==> src/hdl/rename_pkg.sv <==
package rename_pkg;

    // Architectural register file as seen by software
    localparam int ARCH_REGS = 32;

    // Physical register file behind the rename map
    localparam int PHYS_REGS = 48;

    // Index widths
    localparam int AR_IDX_W = $clog2(ARCH_REGS);
    localparam int PR_IDX_W = $clog2(PHYS_REGS);

    // One slot always stays empty to tell full from empty,
    // so the usable capacity is PHYS_REGS - ARCH_REGS
    localparam int FREE_LIST_SIZE = PHYS_REGS - ARCH_REGS + 1;

    // Head and tail pointers wrap modulo FREE_LIST_SIZE
    localparam int FL_PTR_W = $clog2(FREE_LIST_SIZE);

    // Number of PRs sitting in the free list after reset
    localparam int FL_INIT_COUNT = PHYS_REGS - ARCH_REGS;

    // Result of a rename, reported one cycle after the request
    typedef enum logic [1:0] {
        // No request in the previous cycle
        REN_NONE  = 2'd0,
        // Destination got a fresh PR
        REN_DONE  = 2'd1,
        // No PR was free, request dropped
        REN_STALL = 2'd2
    } rename_status_e;

endpackage

==> src/hdl/free_list.sv <==
module free_list (
    input  logic                          clk,
    input  logic                          reset,

    // Pop from the tail
    input  logic                          dequeue_en,
    output logic [rename_pkg::PR_IDX_W-1:0] dequeue_pr,
    output logic                          was_dequeued,

    // Push at the head
    input  logic                          enqueue_en,
    input  logic [rename_pkg::PR_IDX_W-1:0] enqueue_pr,
    output logic                          was_enqueued,

    output logic                          is_empty,
    output logic                          is_full
);

    import rename_pkg::*;

    // Circular queue of free PR numbers
    logic [PR_IDX_W-1:0] slots [FREE_LIST_SIZE];

    // Head is the next slot to fill, tail the oldest filled slot
    logic [FL_PTR_W-1:0] head_ptr;
    logic [FL_PTR_W-1:0] tail_ptr;

    // Pointer advance, wraps at FREE_LIST_SIZE
    function automatic logic [FL_PTR_W-1:0] ptr_next(input logic [FL_PTR_W-1:0] p);
        if (p == FL_PTR_W'(FREE_LIST_SIZE - 1)) begin
            return '0;
        end
        return p + 1'b1;
    endfunction

    assign is_empty = (head_ptr == tail_ptr);
    assign is_full  = (ptr_next(head_ptr) == tail_ptr);

    always_ff @(posedge clk) begin
        if (reset) begin
            // Load PRs ARCH_REGS .. PHYS_REGS-1 in order, queue starts full
            for (int i = 0; i < FREE_LIST_SIZE; i++) begin
                slots[i] <= (i < FL_INIT_COUNT) ? PR_IDX_W'(ARCH_REGS + i) : '0;
            end
            head_ptr     <= FL_PTR_W'(FL_INIT_COUNT);
            tail_ptr     <= '0;
            dequeue_pr   <= '0;
            was_dequeued <= 1'b0;
            was_enqueued <= 1'b0;
        end else if (dequeue_en && enqueue_en && is_empty) begin
            // Empty with pop and push together
            // pushed PR goes straight out, pointers stay put
            dequeue_pr   <= enqueue_pr;
            was_dequeued <= 1'b1;
            was_enqueued <= 1'b1;
        end else begin
            // Pop side
            if (dequeue_en && !is_empty) begin
                dequeue_pr   <= slots[tail_ptr];
                tail_ptr     <= ptr_next(tail_ptr);
                was_dequeued <= 1'b1;
            end else begin
                // Idle or pop on empty, rename will stall
                dequeue_pr   <= '0;
                was_dequeued <= 1'b0;
            end

            // Push side, refused only when full and nothing leaves
            if (enqueue_en && !(is_full && !dequeue_en)) begin
                slots[head_ptr] <= enqueue_pr;
                head_ptr        <= ptr_next(head_ptr);
                was_enqueued    <= 1'b1;
            end else begin
                was_enqueued    <= 1'b0;
            end
        end
    end

    // A push into a full queue with no pop must be refused
    a_full_push_refused: assert property (
        @(posedge clk) disable iff (reset)
        (enqueue_en && is_full && !dequeue_en) |=> !was_enqueued
    );

    // After a push with no pop the queue holds at least one entry
    a_push_not_empty: assert property (
        @(posedge clk) disable iff (reset)
        (was_enqueued && !was_dequeued) |-> (head_ptr != tail_ptr)
    );

endmodule

==> src/hdl/rename_map_table.sv <==
module rename_map_table (
    input  logic                            clk,
    input  logic                            reset,

    // Read addresses, sampled every cycle
    input  logic [rename_pkg::AR_IDX_W-1:0] src1_ar,
    input  logic [rename_pkg::AR_IDX_W-1:0] src2_ar,
    input  logic [rename_pkg::AR_IDX_W-1:0] dest_ar,

    // New mapping from the merge block
    input  logic                            map_wr_en,
    input  logic [rename_pkg::AR_IDX_W-1:0] map_wr_ar,
    input  logic [rename_pkg::PR_IDX_W-1:0] map_wr_pr,

    // Registered read data, one cycle after the addresses
    output logic [rename_pkg::PR_IDX_W-1:0] src1_pr,
    output logic [rename_pkg::PR_IDX_W-1:0] src2_pr,
    output logic [rename_pkg::PR_IDX_W-1:0] old_pr
);

    import rename_pkg::*;

    // One PR per architectural register
    logic [PR_IDX_W-1:0] map [ARCH_REGS];

    // Current mapping with the write of this cycle folded in
    function automatic logic [PR_IDX_W-1:0] lookup(input logic [AR_IDX_W-1:0] ar);
        if (map_wr_en && (map_wr_ar == ar)) begin
            return map_wr_pr;
        end
        return map[ar];
    endfunction

    // Mapping update
    always_ff @(posedge clk) begin
        if (reset) begin
            // Identity mapping, r -> PR r
            for (int i = 0; i < ARCH_REGS; i++) begin
                map[i] <= PR_IDX_W'(i);
            end
        end else if (map_wr_en) begin
            map[map_wr_ar] <= map_wr_pr;
        end
    end

    // Read registers
    // a rename one cycle behind sees the previous rename's PR here
    always_ff @(posedge clk) begin
        src1_pr <= lookup(src1_ar);
        src2_pr <= lookup(src2_ar);
        old_pr  <= lookup(dest_ar);
    end

    // Writes only ever carry a PR that exists
    a_wr_pr_range: assert property (
        @(posedge clk) disable iff (reset)
        map_wr_en |-> (int'(map_wr_pr) < PHYS_REGS)
    );

endmodule

==> src/hdl/rename_merge.sv <==
module rename_merge (
    input  logic                            clk,
    input  logic                            reset,

    // Request side, same cycle as the free list pop
    input  logic                            rename_en,
    input  logic [rename_pkg::AR_IDX_W-1:0] dest_ar,

    // Registered results from the free list and map table
    input  logic [rename_pkg::PR_IDX_W-1:0] dequeue_pr,
    input  logic                            was_dequeued,
    input  logic [rename_pkg::PR_IDX_W-1:0] old_pr_in,

    // Rename result
    output rename_pkg::rename_status_e      ren_status,
    output logic [rename_pkg::PR_IDX_W-1:0] ren_dest_pr,
    output logic [rename_pkg::PR_IDX_W-1:0] ren_old_pr,

    // Map table write port
    output logic                            map_wr_en,
    output logic [rename_pkg::AR_IDX_W-1:0] map_wr_ar,
    output logic [rename_pkg::PR_IDX_W-1:0] map_wr_pr
);

    import rename_pkg::*;

    // Request delayed to meet the one-cycle-late results
    logic                rename_q;
    logic [AR_IDX_W-1:0] dest_ar_q;

    always_ff @(posedge clk) begin
        if (reset) begin
            rename_q <= 1'b0;
        end else begin
            rename_q <= rename_en;
        end
    end

    // Destination index lined up with rename_q
    always_ff @(posedge clk) begin
        dest_ar_q <= dest_ar;
    end

    // Status from the delayed request and the pop outcome
    always_comb begin
        if (!rename_q) begin
            ren_status = REN_NONE;
        end else if (was_dequeued) begin
            ren_status = REN_DONE;
        end else begin
            ren_status = REN_STALL;
        end
    end

    // Popped PR becomes the destination's new mapping
    assign ren_dest_pr = dequeue_pr;
    assign ren_old_pr  = old_pr_in;

    // Map write only on a successful rename
    assign map_wr_en = rename_q && was_dequeued;
    assign map_wr_ar = dest_ar_q;
    assign map_wr_pr = dequeue_pr;

    // Free list pops only for a registered request
    // so REN_DONE and the map write never lack one
    a_done_has_request: assert property (
        @(posedge clk) disable iff (reset)
        was_dequeued |-> rename_q
    );

endmodule

==> src/hdl/rename_stage.sv <==
module rename_stage (
    input  logic                            clk,
    input  logic                            reset,

    // Rename request
    input  logic                            rename_en,
    input  logic [rename_pkg::AR_IDX_W-1:0] dest_ar,
    input  logic [rename_pkg::AR_IDX_W-1:0] src1_ar,
    input  logic [rename_pkg::AR_IDX_W-1:0] src2_ar,

    // Commit side, PR returned to the free list
    input  logic                            free_en,
    input  logic [rename_pkg::PR_IDX_W-1:0] free_pr,

    // Results, one cycle after the request
    output rename_pkg::rename_status_e      ren_status,
    output logic [rename_pkg::PR_IDX_W-1:0] ren_dest_pr,
    output logic [rename_pkg::PR_IDX_W-1:0] ren_old_pr,
    output logic [rename_pkg::PR_IDX_W-1:0] ren_src1_pr,
    output logic [rename_pkg::PR_IDX_W-1:0] ren_src2_pr,
    output logic                            free_accepted
);

    import rename_pkg::*;

    // Free list to merge
    logic [PR_IDX_W-1:0] dequeue_pr;
    logic                was_dequeued;

    // Map table to merge
    logic [PR_IDX_W-1:0] old_pr;

    // Merge back into the map table
    logic                map_wr_en;
    logic [AR_IDX_W-1:0] map_wr_ar;
    logic [PR_IDX_W-1:0] map_wr_pr;

    // Occupancy flags not needed at this level
    free_list free_list0 (
        .clk          (clk),
        .reset        (reset),
        .dequeue_en   (rename_en),
        .dequeue_pr   (dequeue_pr),
        .was_dequeued (was_dequeued),
        .enqueue_en   (free_en),
        .enqueue_pr   (free_pr),
        .was_enqueued (free_accepted),
        .is_empty     (),
        .is_full      ()
    );

    rename_map_table map_table0 (
        .clk       (clk),
        .reset     (reset),
        .src1_ar   (src1_ar),
        .src2_ar   (src2_ar),
        .dest_ar   (dest_ar),
        .map_wr_en (map_wr_en),
        .map_wr_ar (map_wr_ar),
        .map_wr_pr (map_wr_pr),
        .src1_pr   (ren_src1_pr),
        .src2_pr   (ren_src2_pr),
        .old_pr    (old_pr)
    );

    rename_merge merge0 (
        .clk          (clk),
        .reset        (reset),
        .rename_en    (rename_en),
        .dest_ar      (dest_ar),
        .dequeue_pr   (dequeue_pr),
        .was_dequeued (was_dequeued),
        .old_pr_in    (old_pr),
        .ren_status   (ren_status),
        .ren_dest_pr  (ren_dest_pr),
        .ren_old_pr   (ren_old_pr),
        .map_wr_en    (map_wr_en),
        .map_wr_ar    (map_wr_ar),
        .map_wr_pr    (map_wr_pr)
    );

endmodule

==> config.mk <==
export PLATFORM = sky130hd
export DESIGN_NAME = rename_stage
export DESIGN_NICKNAME = d
export VERILOG_FILES = /design/src/hdl/rename_pkg.sv /design/src/hdl/free_list.sv /design/src/hdl/rename_map_table.sv /design/src/hdl/rename_merge.sv /design/src/hdl/rename_stage.sv
export SDC_FILE = /design/constraint.sdc
export NUM_CORES = 1
export LEC_CHECK = 0
export BUFFER_PORTS_ARGS = -buffer_cell sky130_fd_sc_hd__buf_4
export CORE_UTILIZATION = 50
export DETAILED_ROUTE_END_ITERATION = 6
export GPL_TIMING_DRIVEN = 0
export PLACE_DENSITY = 0.79
export SYNTH_ARGS = -nofsm -noshare
export SYNTH_HDL_FRONTEND = slang
export SYNTH_HIERARCHICAL = 1
export SYNTH_SLANG_ARGS = --single-unit
==> constraint.sdc <==
create_clock -name clk -period 2.6 [get_ports clk]
set_input_delay 0.13 -clock clk [delete_from_list [all_inputs] [get_ports clk]]
set_output_delay 0.13 -clock clk [all_outputs]
set_load 0.02 [all_outputs]
# --- Word level (Yosys, flattened, before mapping) ---
# Memories as Yosys holds them, arrays and structs flattened. A register that Yosys moved wholly into a read port is not among the register bits.
# Cells that the tools add are included.
totals:
  reg_bits: 42
  ram_bits: 294
  input_bits: 25
  out_inout_bits: 27
  wordCells: 84
  n_memories: 2
memory_table:
  columns: ["memory", "depth", "width", "rd", "rd_clocked_by_memory_dff", "write_ports", "line_no", "text"]
  rows:
  - ["map_table0.map", 32, 6, 3, 0, 32, "rename_map_table.sv:24", "logic [PR_IDX_W-1:0] map [ARCH_REGS];"]
  - ["free_list0.slots", 17, 6, 1, 1, 17, "free_list.sv:22", "logic [PR_IDX_W-1:0] slots [FREE_LIST_SIZE];"]
op_classes:
  add_sub_neg: 2
  n_eq_ne: 7
  mux: 46
  bitwise_logic: 1
  reduce_logical: 16
ops:
  columns: ["operator", "n"]
  rows:
  - ["6-bit 2-to-1 mux", 10]
  - ["5-bit 2-to-1 mux", 9]
  - ["5-bit equality test", 5]
  - ["1-bit 2-to-1 mux", 25]
  - ["6-bit OR reduction", 2]
  - ["5-bit by 1-bit adder with 5-bit output (second input constant)", 2]
  - ["5-bit equality test (second input constant)", 2]
  - ["1-bit logical AND", 9]
  - ["2-bit 2-to-1 mux", 2]
  - ["2-bit AND reduction", 2]
  - ["1-bit logical NOT", 3]
  - ["1-bit NOT", 1]

# --- Depth between registers and ports, before layout ---
depth:
  word_depth: 13
  ltp_mapped: 11
  mapped_depth_nobuf: 9

# --- Modules after synthesis ---
# The synthesis kept the hierarchy.
by_module_without_submodules:
  columns: ["mod", "n_inst", "cells_per_inst", "area_per_inst_um2", "seq_area_each_um2"]
  rows:
  - ["rename_map_table", 1, 1125, 13228.9, 6125.9]
  - ["free_list", 1, 631, 9424.0, 6226.0]
  - ["rename_merge", 1, 28, 285.3, 120.1]

# --- Least setup slack after synthesis ---
# Ideal clock, no wire load.
synth_timing:
  path_type: "reg-to-reg"
  from: "reg free_list0.head_ptr[0]"
  to: "mem free_list0/slots[20][0] in the netlist's numbering (enable)"
  setup_time_ns: 0.377
  t_arrival_ns: 2.425
  required_ns: 2.223
  slack_ns: -0.202
  path_stages_with_launch: 11
  n_path_buf: 2
  cell_sequence: "dfxtp_1 > inv_1 > ha_1 > and4bb_1 > or3_1 > nand4_1 > nor2_1 > o2bb2ai_2 > buf_6 > buf_2 > nor3_1"
synth_rtl:
  columns: ["element", "line_no", "text"]
  rows:
  - ["from (decl)", "free_list.sv:25", "logic [FL_PTR_W-1:0] head_ptr;"]
  - ["from (signal assigned)", "free_list.sv:45", "head_ptr <= FL_PTR_W'(FL_INIT_COUNT);"]
  - ["from (signal assigned)", "free_list.sv:71", "head_ptr <= ptr_next(head_ptr);"]
  - ["to (decl)", "free_list.sv:22", null]

==> metrics.md <==
| Metric | Value |
|---|---|
| CTS clk-pin slew, worst paths | `0.06 ns` |
| CTS tree | `done` |
| Cells after synthesis | `1782` |
| Comb power frac | `18.1%` |
| Drt first pass iters | `6` |
| Root Driver | `clkbuf_16` |
| Layout cell share with drive strength beyond 1 | `24.2%` |
| Slowest stage cell, crit path | `dfxtp_4` |
| Top delay family on crit path | `simple AND/OR/NAND/NOR gates` |
| CTS max path bufs | `3` |
| Setup ws final | `-0.0277 ns` |
| Final Skew | `0.0364 ns` |
| Hold WC Path Type | `in2reg` |
| Global route total overflow | `0` |
| Crit end category | `flip-flop` |
| Initial Util | `50.6%` |
| Crit path kind | `reg2reg` |
| Power Density | `663 nW/um^2` |
| Critical-path maximum fanout | `6` |
| Cell Int Power | `12.5 mW` |
| Failing checks | `setup timing` |
| Tmin final | `2.63 ns` |
| Syn_nets | `1813` |
| Clock tree sinks | `431` |
| Crit path to | `free_list0/slots[30][3]$_DFFE_PP_` |
| Depth of the CTS H-tree | `2` |
| Number of vias per cell | `6.85` |
| Worst setup SP type | `flip-flop` |
| Clk pwr share | `37.2%` |
| PortBufs | `45` |
| CTS Buf Count | `46` |
| R2r setup slk | `-0.03 ns` |
| Nets | `1949` |
| # fillers | `3513` |
| Fin. Hold Viols | `0` |
| DRC viols | `0` |
| Maximum vdd drop | `0.651 mV` |
| All-layer global routing usage | `36.4%` |
| Max Fclk | `381 MHz` |
| Part of the power in registers | `44.7%` |
| First-pass GRT wire length | `121 mm` |
| RSZ-0062 raised after global routing | `true` |
| Vias | `17500` |
| Die Span X | `216 um` |
| Run status | `finished, violations left` |
| Number of synthesis warnings | `6` |
| Post-route insts no fill | `2554` |
| Levels on crit path | `11` |
| Critical path startpoint | `free_list0/head_ptr[1]$_SDFFE_PP0P_` |
| Worst reg2reg path depth | `11` |
| Final setup viols | `24` |
| Final Max Slew Viols | `0` |
| NetSw | `5.09 mW` |
| Initial antenna violation count | `6` |
| Largest net degree at the start of global routing | `22` |
| Placed cell count | `2427` |
| Routed Wire Length | `85.2 mm` |
| Critical Path Max Stage Delay | `0.40 ns` |
| Starting DRT DRC Count | `2375` |
| Post-detailed-placement half-perimeter wirelength | `59.3 mm` |
| Io pins | `52` |
| Max transition margin | `24.0%` |
| Critical path buffers and inverters | `3` |
| Core Footprint | `45300 um^2` |
| Final period util | `101%` |
| GPL Wtd Cong | `1.09` |
| Worst R2R End | `free_list0/slots[30][3]$_DFFE_PP_` |
| Mean post-synth cell area | `12.9 um^2` |
| Max-cap violation count | `0` |
| Switch share | `29.0%` |
| Vias in the first global route | `17400` |
| Diode count | `0` |
| Setup slack at placement | `-0.856 ns` |
| Routed wire length per instance | `33.4 um` |
| Syn Std Cell Area | `22900 um^2` |
| Clk_lat worst skew | `0.62 ns` |
| Worst Path Arrival | `2.93 ns` |
| Area delta synth->final | `15.6%` |
| WP data required | `2.90 ns` |
| Die footprint | `46700 um^2` |
| Crit-path cells | `inv_4, ha_4, and4bb_1, or3_1, nand4_1, nor2_2, a21boi_2, buf_6, nand3_4, buf_12, nor2_4` |
| Chip height | `216 um` |
| Reg-to-reg startpoint | `free_list0/head_ptr[1]$_SDFFE_PP0P_` |
| Rows | `78` |
| Power after layout | `17.6 mW` |
| Final setup TNS | `-0.301 ns` |
| Leak | `8.90 nW` |
| Core Util, Final | `58.6%` |
| Worst Tran Pin Value | `1.14 ns` |
| Post-route ant nets | `0` |
[registers in the layout (all words and copies together), names as in the netlist, named ones only]
register                 cells
free_list0/was_dequeued      1
merge0/rename_q              1
free_list0/tail_ptr          5
merge0/map_wr_ar             5
map_table0/src1_pr           6
map_table0/map             192
free_list0/was_enqueued      1
map_table0/src2_pr           6
free_list0/dequeue_pr        6
free_list0/head_ptr          5
free_list0/slots           192
map_table0/old_pr            6
[final cells by class]
cell class                 count  area (um^2)  area share, %
sequential                   431        12500           47.1
buffer                       169          998           3.77
clock buffer                  64         1300           4.90
tap                          600          751           2.83
timing repair buffer          89          781           2.94
multi-input combinational   1171         9950           37.5
inverter                      10         42.5          0.160
clock inverter                20          211          0.798
[worst min path at each step]
stage	start	to	slack, ns	depth (start not counted)
2_1_floorplan	dest_ar[0]	merge0/map_wr_ar[0]$_DFF_P_	0.16	0
3_3_place_gp	dest_ar[1]	merge0/map_wr_ar[1]$_DFF_P_	0.25	1
5_1_grt	src2_ar[3]	map_table0/src2_pr[5]$_DFF_P_	0.15	4
6_report	src2_ar[3]	map_table0/src2_pr[5]$_DFF_P_	0.12	4
3_5_place_dp	dest_ar[1]	merge0/map_wr_ar[1]$_DFF_P_	0.25	1
4_1_cts	src2_ar[3]	map_table0/src2_pr[5]$_DFF_P_	0.09	4
[what timing repair did]
| item | in CTS | in global routing |
|---|---|---|
| hold buffers | 18 | 0 |
| pin swaps | 24 | 8 |
| cloned | 1 | 0 |
| buffers inserted | 18 | 7 |
| hold endpoints to repair | 107 | 0 |
| resized for setup | 78 | 36 |
| setup endpoints to repair | 460 | 272 |
[cell usage in the layout (no fill, tap or decap), types with 51 or more instances in the layout]
master	count
nor2_1	97
and2_1	84
clkbuf_1	69
a21oi_1	51
edfxtp_1	384
mux2i_1	209
mux4_2	97
a22oi_1	82
buf_4	102
nand2_1	116
or3_1	52
nor3_1	71
[stage by stage]
stage	cell area, um^2	hold WS (ns)
floorplan	23000	0.158
global placement	24100	0.247
detailed placement	24100	0.249
CTS	26300	0.0885
global route	26500	0.153
finish	26500	0.121
[worst reg2reg max path, stage by stage (launching register included)]
cell,delay [ns]
dfxtp_4,0.40
inv_4,0.05
ha_4,0.17
and4bb_1,0.23
or3_1,0.31
nand4_1,0.12
nor2_2,0.08
a21boi_2,0.21
buf_6,0.23
nand3_4,0.13
buf_12,0.18
nor2_4,0.20
[power by group through the flow]
stage	clock network, mW	registers [mW]	logic, mW
finish	6.54	7.86	3.18
global route	6.83	7.87	3.25
CTS	6.58	7.85	2.96
detailed placement	0	8.00	2.77
global placement	0	7.99	2.74
floorplan	0	7.97	1.74
[layer usage]
metal / track usage [%] / share of wire (%)
met5: 0 / 0.052
met4: 25.9 / 8.3
met3: 7.19 / 10
met2: 59.8 / 47
met1: 43.1 / 34
Note: power is estimated with default switching activity, not from simulation.
